### src/ctrlPkg.sv
`default_nettype none

package ctrlPkg;

	localparam int opWidth = 6;
	localparam int stateWidth = 5;
	localparam int classWidth = 4;
	localparam int kindWidth = 2;

	// control word field widths
	localparam int srcAddrWidth = 3;
	localparam int regDstWidth = 3;
	localparam int aluSrcAWidth = 2;
	localparam int aluSrcBWidth = 3;
	localparam int aluOpWidth = 3;
	localparam int pcSourceWidth = 2;
	localparam int memToRegWidth = 3;

	// primary opcodes
	localparam logic [opWidth-1:0] opTypeR = 6'h00;
	localparam logic [opWidth-1:0] opBlm = 6'h01;
	localparam logic [opWidth-1:0] opJ = 6'h02;
	localparam logic [opWidth-1:0] opJal = 6'h03;
	localparam logic [opWidth-1:0] opBeq = 6'h04;
	localparam logic [opWidth-1:0] opBne = 6'h05;
	localparam logic [opWidth-1:0] opBle = 6'h06;
	localparam logic [opWidth-1:0] opBgt = 6'h07;
	localparam logic [opWidth-1:0] opAddi = 6'h08;
	localparam logic [opWidth-1:0] opAddiu = 6'h09;

	// R-type function field
	localparam logic [opWidth-1:0] fnAdd = 6'h20;
	localparam logic [opWidth-1:0] fnSub = 6'h22;
	localparam logic [opWidth-1:0] fnAnd = 6'h24;
	localparam logic [opWidth-1:0] fnJr = 6'h08;
	localparam logic [opWidth-1:0] fnSlt = 6'h2A;
	localparam logic [opWidth-1:0] fnBreak = 6'h0D;
	localparam logic [opWidth-1:0] fnRte = 6'h13;

	// instruction classes
	localparam logic [classWidth-1:0] clsAluR = 4'd0; // add, sub, and
	localparam logic [classWidth-1:0] clsAluImm = 4'd1; // addi, addiu
	localparam logic [classWidth-1:0] clsSlt = 4'd2;
	localparam logic [classWidth-1:0] clsJr = 4'd3;
	localparam logic [classWidth-1:0] clsJump = 4'd4;
	localparam logic [classWidth-1:0] clsJal = 4'd5;
	localparam logic [classWidth-1:0] clsBranch = 4'd6;
	localparam logic [classWidth-1:0] clsBreak = 4'd7;
	localparam logic [classWidth-1:0] clsRte = 4'd8;
	localparam logic [classWidth-1:0] clsIllegal = 4'd9;

	// conditional branch kinds
	localparam logic [kindWidth-1:0] kindBeq = 2'd0;
	localparam logic [kindWidth-1:0] kindBne = 2'd1;
	localparam logic [kindWidth-1:0] kindBle = 2'd2;
	localparam logic [kindWidth-1:0] kindBgt = 2'd3;

	// FSM states
	localparam logic [stateWidth-1:0] stReset = 5'd0;
	localparam logic [stateWidth-1:0] stFetch = 5'd1;
	localparam logic [stateWidth-1:0] stWait = 5'd2;
	localparam logic [stateWidth-1:0] stIrWrite = 5'd3;
	localparam logic [stateWidth-1:0] stDecode = 5'd4;
	localparam logic [stateWidth-1:0] stExecute = 5'd5;
	localparam logic [stateWidth-1:0] stWriteRd = 5'd6;
	localparam logic [stateWidth-1:0] stWriteImm = 5'd7;
	localparam logic [stateWidth-1:0] stWriteSlt = 5'd8;
	localparam logic [stateWidth-1:0] stCompare = 5'd9;
	localparam logic [stateWidth-1:0] stBranch = 5'd10;
	localparam logic [stateWidth-1:0] stJump = 5'd11;
	localparam logic [stateWidth-1:0] stJalLink = 5'd12;
	localparam logic [stateWidth-1:0] stJalWait1 = 5'd13;
	localparam logic [stateWidth-1:0] stJalWait2 = 5'd14;
	localparam logic [stateWidth-1:0] stJalWriteRa = 5'd15;
	localparam logic [stateWidth-1:0] stBreak = 5'd16;
	localparam logic [stateWidth-1:0] stRte = 5'd17;
	localparam logic [stateWidth-1:0] stOvfExc = 5'd18;
	localparam logic [stateWidth-1:0] stCause = 5'd19;
	localparam logic [stateWidth-1:0] stWriteCause = 5'd20;

	// ALU operations
	localparam logic [aluOpWidth-1:0] aluPass = 3'd0;
	localparam logic [aluOpWidth-1:0] aluAdd = 3'd1;
	localparam logic [aluOpWidth-1:0] aluSub = 3'd2;
	localparam logic [aluOpWidth-1:0] aluAnd = 3'd3;
	localparam logic [aluOpWidth-1:0] aluCmp = 3'd7;

	// ALU B operand select
	localparam logic [aluSrcBWidth-1:0] srcBReg = 3'd0;
	localparam logic [aluSrcBWidth-1:0] srcBFour = 3'd1;
	localparam logic [aluSrcBWidth-1:0] srcBSignImm = 3'd2;
	localparam logic [aluSrcBWidth-1:0] srcBShiftImm = 3'd3;
	localparam logic [aluSrcBWidth-1:0] srcBZeroImm = 3'd4;

	// remaining mux selects
	localparam logic [aluSrcAWidth-1:0] srcARegA = 2'd1;
	localparam logic [aluSrcAWidth-1:0] srcACause = 2'd3;
	localparam logic [regDstWidth-1:0] regDstRd = 3'd1;
	localparam logic [regDstWidth-1:0] regDstRa = 3'd2;
	localparam logic [regDstWidth-1:0] regDstSp = 3'd3;
	localparam logic [memToRegWidth-1:0] memToRegPc = 3'd1;
	localparam logic [memToRegWidth-1:0] memToRegLt = 3'd6;
	localparam logic [memToRegWidth-1:0] memToRegSpInit = 3'd7;
	localparam logic [pcSourceWidth-1:0] pcSrcTarget = 2'd1;
	localparam logic [pcSourceWidth-1:0] pcSrcEpc = 2'd3;
	localparam logic [srcAddrWidth-1:0] srcAddrCause = 3'd3;

endpackage

`default_nettype wire

### src/instrInfoIf.sv
`timescale 1ns/100ps
`default_nettype none

interface instrInfoIf
	import ctrlPkg::*;
	();

	logic [classWidth-1:0] instrClass;
	logic [kindWidth-1:0] branchKind;
	logic [aluOpWidth-1:0] execAluOp;
	logic [aluSrcBWidth-1:0] execAluSrcB;
	logic branchTaken;

	modport decoder (output instrClass, output branchKind, output execAluOp,
		output execAluSrcB);

	modport evaluator (input branchKind, output branchTaken);

	modport sequencer (input instrClass, input branchKind, input execAluOp,
		input execAluSrcB, input branchTaken);

endinterface

`default_nettype wire

### src/branchEval.sv
`timescale 1ns/100ps
`default_nettype none

module branchEval
	import ctrlPkg::*;
	(
	input wire logic EQ,
	input wire logic GT,
	instrInfoIf.evaluator info
);

	// comparator flags come from the ALU compare done in Compare
	always_comb begin
		case (info.branchKind)
			kindBeq: info.branchTaken = EQ;
			kindBne: info.branchTaken = !EQ;
			kindBle: info.branchTaken = !GT;
			kindBgt: info.branchTaken = GT;
			default: info.branchTaken = 1'b0;
		endcase
	end

endmodule

`default_nettype wire

### src/controlSequencer.sv
`timescale 1ns/100ps
`default_nettype none

module controlSequencer
	import ctrlPkg::*;
	(
	input wire logic clk,
	input wire logic reset,
	input wire logic Overflow,
	instrInfoIf.sequencer info,
	output logic [srcAddrWidth-1:0] SrcAddressMem,
	output logic MemOp,
	output logic WriteMDR,
	output logic IRWrite,
	output logic [regDstWidth-1:0] RegDst,
	output logic RegWrite,
	output logic WriteA,
	output logic WriteB,
	output logic [aluSrcAWidth-1:0] ALUSrcA,
	output logic [aluSrcBWidth-1:0] ALUSrcB,
	output logic [aluOpWidth-1:0] ALUOp,
	output logic WriteALUOut,
	output logic EPCWrite,
	output logic [pcSourceWidth-1:0] PCSource,
	output logic PCWrite,
	output logic [memToRegWidth-1:0] MemToReg
);

	logic [stateWidth-1:0] state;
	logic [stateWidth-1:0] nextState;
	logic [classWidth-1:0] heldClass; // captured in Decode
	logic [aluOpWidth-1:0] heldAluOp;
	logic [aluSrcBWidth-1:0] heldAluSrcB;
	logic ovfChecked;

	always_ff @(posedge clk or posedge reset) begin
		if (reset) begin
			state <= stReset;
			heldClass <= clsIllegal;
			heldAluOp <= aluPass;
			heldAluSrcB <= srcBReg;
		end else begin
			state <= nextState;
			if (state == stDecode) begin
				heldClass <= info.instrClass;
				heldAluOp <= info.execAluOp;
				heldAluSrcB <= info.execAluSrcB;
			end
		end
	end

	// and, slt and jr never trap
	assign ovfChecked = (heldClass == clsAluImm) ||
		((heldClass == clsAluR) && (heldAluOp == aluAdd || heldAluOp == aluSub));

	always_comb begin
		nextState = stFetch;
		case (state)
			stReset: nextState = stFetch;
			stFetch: nextState = stWait;
			stWait: nextState = stIrWrite;
			stIrWrite: nextState = stDecode;
			stDecode: begin
				case (info.instrClass)
					clsAluR, clsAluImm, clsSlt, clsJr: nextState = stExecute;
					clsJump: nextState = stJump;
					clsJal: nextState = stJalLink;
					clsBranch: nextState = stCompare;
					clsBreak: nextState = stBreak;
					clsRte: nextState = stRte;
					default: nextState = stFetch; // unknown code
				endcase
			end
			stExecute: begin
				if (ovfChecked && Overflow)
					nextState = stOvfExc;
				else if (heldClass == clsAluR)
					nextState = stWriteRd;
				else if (heldClass == clsAluImm)
					nextState = stWriteImm;
				else if (heldClass == clsSlt)
					nextState = stWriteSlt;
				else
					nextState = stFetch; // jr done
			end
			stCompare: nextState = info.branchTaken ? stBranch : stFetch;
			stJalLink: nextState = stJalWait1;
			stJalWait1: nextState = stJalWait2;
			stJalWait2: nextState = stJalWriteRa;
			stJalWriteRa: nextState = stJump;
			stOvfExc: nextState = stCause;
			stCause: nextState = stWriteCause;
			default: nextState = stFetch;
		endcase
	end

	always_comb begin
		SrcAddressMem = '0;
		MemOp = 1'b0;
		WriteMDR = 1'b0;
		IRWrite = 1'b0;
		RegDst = '0;
		RegWrite = 1'b0;
		WriteA = 1'b0;
		WriteB = 1'b0;
		ALUSrcA = '0;
		ALUSrcB = srcBReg;
		ALUOp = aluPass;
		WriteALUOut = 1'b0;
		EPCWrite = 1'b0;
		PCSource = '0;
		PCWrite = 1'b0;
		MemToReg = '0;

		case (state)
			stReset: begin
				RegWrite = 1'b1; // stack pointer load
				RegDst = regDstSp;
				MemToReg = memToRegSpInit;
			end
			stFetch: begin
				WriteMDR = 1'b1;
				ALUSrcB = srcBFour;
				ALUOp = aluAdd; // PC + 4
				PCWrite = 1'b1;
			end
			stIrWrite: IRWrite = 1'b1;
			stDecode: begin
				WriteA = 1'b1;
				WriteB = 1'b1;
				ALUSrcB = srcBShiftImm; // branch target ahead of time
				ALUOp = aluAdd;
				WriteALUOut = 1'b1;
			end
			stExecute: begin
				ALUSrcA = srcARegA;
				ALUSrcB = heldAluSrcB;
				ALUOp = heldAluOp;
				WriteALUOut = 1'b1;
				PCWrite = (heldClass == clsJr);
			end
			stWriteRd: begin
				RegDst = regDstRd;
				RegWrite = 1'b1;
			end
			stWriteImm: RegWrite = 1'b1;
			stWriteSlt: begin
				RegDst = regDstRd;
				RegWrite = 1'b1;
				MemToReg = memToRegLt;
			end
			stCompare: begin
				ALUSrcA = srcARegA;
				ALUOp = aluCmp;
			end
			stBranch, stJump, stWriteCause: begin
				PCSource = pcSrcTarget;
				PCWrite = 1'b1;
			end
			stJalLink: MemToReg = memToRegPc;
			stJalWait2: WriteMDR = 1'b1;
			stJalWriteRa: begin
				RegDst = regDstRa;
				RegWrite = 1'b1;
				MemToReg = memToRegPc;
			end
			stBreak: begin
				ALUSrcB = srcBFour;
				ALUOp = aluSub; // back to the break itself
				PCWrite = 1'b1;
			end
			stRte: begin
				PCSource = pcSrcEpc;
				PCWrite = 1'b1;
			end
			stOvfExc: begin
				ALUSrcB = srcBFour;
				ALUOp = aluSub;
				WriteALUOut = 1'b1;
				EPCWrite = 1'b1; // faulting PC
			end
			stCause: begin
				SrcAddressMem = srcAddrCause;
				WriteMDR = 1'b1;
				ALUSrcA = srcACause;
				WriteALUOut = 1'b1;
			end
			default: ; // Wait and JalWait1 hold everything low
		endcase
	end

endmodule

`default_nettype wire

### src/controlUnit.sv
`timescale 1ns/100ps
`default_nettype none

module controlUnit
	import ctrlPkg::*;
	(
	input wire logic clk,
	input wire logic reset,
	input wire logic [opWidth-1:0] OpCode,
	input wire logic [opWidth-1:0] Func,
	input wire logic Overflow,
	input wire logic EQ,
	input wire logic GT,
	output logic [srcAddrWidth-1:0] SrcAddressMem,
	output logic MemOp,
	output logic WriteMDR,
	output logic IRWrite,
	output logic [regDstWidth-1:0] RegDst,
	output logic RegWrite,
	output logic WriteA,
	output logic WriteB,
	output logic [aluSrcAWidth-1:0] ALUSrcA,
	output logic [aluSrcBWidth-1:0] ALUSrcB,
	output logic [aluOpWidth-1:0] ALUOp,
	output logic WriteALUOut,
	output logic EPCWrite,
	output logic [pcSourceWidth-1:0] PCSource,
	output logic PCWrite,
	output logic [memToRegWidth-1:0] MemToReg
);

	instrInfoIf info ();

	instrDecoder decoder (
		.OpCode(OpCode),
		.Func(Func),
		.info(info.decoder)
	);

	branchEval evaluator (
		.EQ(EQ),
		.GT(GT),
		.info(info.evaluator)
	);

	controlSequencer sequencer (
		.clk(clk),
		.reset(reset),
		.Overflow(Overflow),
		.info(info.sequencer),
		.SrcAddressMem(SrcAddressMem),
		.MemOp(MemOp),
		.WriteMDR(WriteMDR),
		.IRWrite(IRWrite),
		.RegDst(RegDst),
		.RegWrite(RegWrite),
		.WriteA(WriteA),
		.WriteB(WriteB),
		.ALUSrcA(ALUSrcA),
		.ALUSrcB(ALUSrcB),
		.ALUOp(ALUOp),
		.WriteALUOut(WriteALUOut),
		.EPCWrite(EPCWrite),
		.PCSource(PCSource),
		.PCWrite(PCWrite),
		.MemToReg(MemToReg)
	);

endmodule

`default_nettype wire

### src/instrDecoder.sv
`timescale 1ns/100ps
`default_nettype none

module instrDecoder
	import ctrlPkg::*;
	(
	input wire logic [opWidth-1:0] OpCode,
	input wire logic [opWidth-1:0] Func,
	instrInfoIf.decoder info
);

	always_comb begin
		info.instrClass = clsIllegal;
		info.branchKind = kindBeq;
		info.execAluOp = aluPass;
		info.execAluSrcB = srcBReg;

		case (OpCode)
			opTypeR: begin
				case (Func)
					fnAdd: begin
						info.instrClass = clsAluR;
						info.execAluOp = aluAdd;
					end
					fnSub: begin
						info.instrClass = clsAluR;
						info.execAluOp = aluSub;
					end
					fnAnd: begin
						info.instrClass = clsAluR;
						info.execAluOp = aluAnd;
					end
					fnSlt: begin
						info.instrClass = clsSlt;
						info.execAluOp = aluCmp;
					end
					fnJr: info.instrClass = clsJr; // A passes straight to PC
					fnBreak: info.instrClass = clsBreak;
					fnRte: info.instrClass = clsRte;
					default: info.instrClass = clsIllegal;
				endcase
			end
			opAddi: begin
				info.instrClass = clsAluImm;
				info.execAluOp = aluAdd;
				info.execAluSrcB = srcBSignImm;
			end
			opAddiu: begin
				info.instrClass = clsAluImm;
				info.execAluOp = aluAdd;
				info.execAluSrcB = srcBZeroImm; // no sign extension
			end
			opJ: info.instrClass = clsJump;
			opJal: info.instrClass = clsJal;
			opBeq: begin
				info.instrClass = clsBranch;
				info.branchKind = kindBeq;
			end
			opBne: begin
				info.instrClass = clsBranch;
				info.branchKind = kindBne;
			end
			opBle: begin
				info.instrClass = clsBranch;
				info.branchKind = kindBle;
			end
			opBgt: begin
				info.instrClass = clsBranch;
				info.branchKind = kindBgt;
			end
			default: info.instrClass = clsIllegal;
		endcase
	end

endmodule

`default_nettype wire

### config.mk
export PLATFORM = sky130hd
export DESIGN_NAME = controlUnit
export DESIGN_NICKNAME = d
export VERILOG_FILES = /design/src/ctrlPkg.sv /design/src/instrInfoIf.sv /design/src/branchEval.sv /design/src/controlSequencer.sv /design/src/controlUnit.sv /design/src/instrDecoder.sv
export SDC_FILE = /design/constraint.sdc
export NUM_CORES = 1
export LEC_CHECK = 0
export BUFFER_PORTS_ARGS = -buffer_cell sky130_fd_sc_hd__buf_2
export CAP_MARGIN = 20
export CORE_MARGIN = 3
export CORE_UTILIZATION = 49
export DETAILED_ROUTE_END_ITERATION = 8
export HOLD_SLACK_MARGIN = 0.06
export PLACE_DENSITY = 0.76
export SLEW_MARGIN = 20
export SYNTH_ARGS = -nofsm -noshare
export SYNTH_HDL_FRONTEND = slang
export SYNTH_SLANG_ARGS = --single-unit
### constraint.sdc
create_clock -name clk -period 3.9 [get_ports clk]
set_clock_uncertainty 0.1 [all_clocks]
set_input_delay 0.78 -clock clk [delete_from_list [all_inputs] [get_ports clk]]
set_output_delay 0.78 -clock clk [all_outputs]
set_load 0.02 [all_outputs]
==> flow_summary.ini <==
[routing]
vias_per_cell = 5.882
dr.first_iter.drc_count = 92
vias = 1500
drt_wl_total_um = 3583
drcViolationCount = 0
routedWlPerCell_um = 14.05
first_pass_iters = 4
ant_nets = 0

[floorplanning]
rows = 19
start_util_pct = 53.03
ios = 45
die_area_mm2 = 0.003790
core_area_mm2 = 0.002853
die_y_um = 61.56
die_w_um = 61.56

[timing]
fin_crit_sh_pct = 76.74
fin_crit_ps = 2993
slew_headroom_pct = 62.49
fmax_ghz = 0.3341
worst_pin_slew_ps = 562.6
fin_setup_tns_ps = 0
setup_slack_ps = 907.2
hold_viol = 0
rsz0062_at_grt = false
setup_violations = 0
holdWs_ps = 368.4
slew_violations = 0

[cells_and_area]
insertedDiodeCount = 0
layout-drive-gt1-share_pct = 27.23
design_area_mm2 = 0.001662
fin_nets = 242
syn2layout_area_growth_pct = 9.843

[power]
report.power.total_uw = 971.7
p_leak_uw = 0.0007349
ir_worst_vdd_uv = 286.4
p_per_area_mw_per_mm2 = 584.8

[synthesis]
ys_seq_elements = 14
synth-edff-count = 0
yosysSeqAreaShare_pct = 23.33
synth_area_mm2 = 0.001513
ys_warn_count = 0
synthCells = 197
synth_cell_types = 62
syn_avg_cell_area_um2 = 7.679
synthArstFlopShare_pct = 100.0
ys.flop_type = dfrtp_1

[setup_path]
cp_slowest_cell = dfrtp_1
critical_path_arrival_ps = 2110
reg2reg_depth = 5
r2r_start = sequencer.state[2]$_DFF_PP0_
crit_type = reg2out
cp-startpoint = sequencer.state[2]$_DFF_PP0_
slowest_delay_ps = 700
critical_path.cell_chain = nor2b_1 > nand3_2 > inv_2 > buf_2
worstPathRequired_ps = 3020
worst_setup_path_start_kind = flop
cp_max_fo = 19
endpoint_kind = output pin

[placed_design]
dpl_cell_area_mm2 = 0.001625
globalplace.congestion = 0.8343
pre_cts_ws_ps = 1248
port_buffers = 41
place.detailed.hpwl_um = 2841

[grt]
grt_pass1_vias = 1307
grt_pass1_wl_um = 5913
antenna_found_initial = 0
grt_max_degree = 21
grt_usage_pct = 20.42
overflow = 0

[hold_path]
hold_depth = 2
worstHoldStart = sequencer.heldClass[3]$_DFFE_PP1P_
hp-class = reg2reg

[job]
drv_cap = 0

[clock_tree]
cts_resized = 0
h-tree-depth = 1
clk_pin_slew_ps = 80
clock-root-buffer = clkbuf_4
cts_buffer_depth = 2
ctsHoldBuffers = 0
clkSinkCount = 14
cts_buffers = 3
cts_tree = built
clkLatencyLatePin_ps = 270
postCtsSetupRepairBufs = 0

[run_status]
status = completed
-- stage by stage --
step	util, %	instances
after detailed placement	56.97	251
after global routing	58.25	255
after CTS	58.25	255
final	58.25	255
after global placement	56.97	251
after floorplan	-	199
-- path summary, 6_finish.rpt --
check | slack (ps) | end
max | 910 | WriteB
max in group asynchronous | 2920 | sequencer.heldClass[0]$_DFFE_PP1P_
min | 370 | sequencer.heldClass[3]$_DFFE_PP1P_
min in group asynchronous | 420 | sequencer.heldAluOp[0]$_DFFE_PP0P_
min reg2reg | 370 | sequencer.heldClass[3]$_DFFE_PP1P_
max reg2reg | 1720 | sequencer.state[4]$_DFF_PP0_
-- worst max-delay path: cells and delay by family, from the launching register on --
| kind | cells | cell delay, ps |
|---|---|---|
| simple gates | 2 | 720 |
| flops | 1 | 700 |
| buf+inv | 2 | 410 |
-- placed cells by master (no fill, tap or decap), types with 3 or more instances in the layout --
cell type	count
o21ai_1	5
o31ai_1	3
and3_1	3
dfrtp_1	12
nor2_1	17
conb_1	3
nand3_1	7
a21oi_1	15
xnor2_1	4
o21ai_0	5
nand4b_1	3
nor2b_1	11
clkbuf_4	3
nand2b_1	8
nand2_1	20
buf_2	41
nor3_1	3
inv_1	5
-- where the power goes --
part	switching (uW)	total [uW]	leakage, uW	internal [uW]
registers	101	308	0.000178	207
logic	337	561	0.000536	225
clock network	45.6	102	0.0000210	56.8
total	483	972	0.000735	488
-- kinds of logic (layout without fill, tap and decap cells) --
family	after synthesis	in the layout	synth area share [%]
DFF	14	14	23.33
AOI/OAI and AO/OA	56	56	26.06
xor gates and xnor gates	5	5	2.895
and+or+nand+nor	95	95	36.81
buffers and inverters	26	51	10.67
other	1	3	0.2479
-- synth_stat cells (all sizes together) (3+ instances only) --
| cell | number | area, um^2 |
|---|---|---|
| nand2b | 9 | 58.81 |
| nor2b | 11 | 68.82 |
| nor3 | 4 | 31.28 |
| and3 | 3 | 18.77 |
| nand2 | 20 | 75.07 |
| o31ai | 4 | 35.03 |
| clkbuf | 7 | 46.30 |
| dfrtp | 12 | 300.3 |
| inv | 6 | 22.52 |
| o21ai | 10 | 50.04 |
| or3b | 3 | 31.28 |
| nand4b | 3 | 26.28 |
| o211ai | 3 | 27.52 |
| buf | 13 | 92.58 |
| nor4b | 3 | 32.53 |
| nor2 | 18 | 75.07 |
| xnor2 | 4 | 35.03 |
| a21oi | 15 | 75.07 |
| nand3 | 8 | 45.04 |
-- registers in the layout (all words and copies together), names as in the netlist --
| signal | count |
|---|---|
| sequencer.heldClass | 4 |
| sequencer.heldAluOp | 3 |
| sequencer.state | 5 |
| sequencer.heldAluSrcB | 2 |
-- area by class of cell --
| type | count | area (um^2) |
|---|---|---|
| well taps | 31 | 38.79 |
| clock buffers | 4 | 36.28 |
| inverters | 6 | 22.52 |
| fillers | 280 | 1191 |
| flip-flops and latches | 14 | 352.8 |
| multi-input cells | 159 | 1006 |
| repair buffers | 41 | 205.2 |
-- routing by layer --
layer	wire length (um)	global-route usage (%)
met5	0	0
met4	29	5.152
met3	164	2.725
met1	1774	29.74
met2	1614	31.84
No activity file was read; power rests on OpenSTA's default activity.
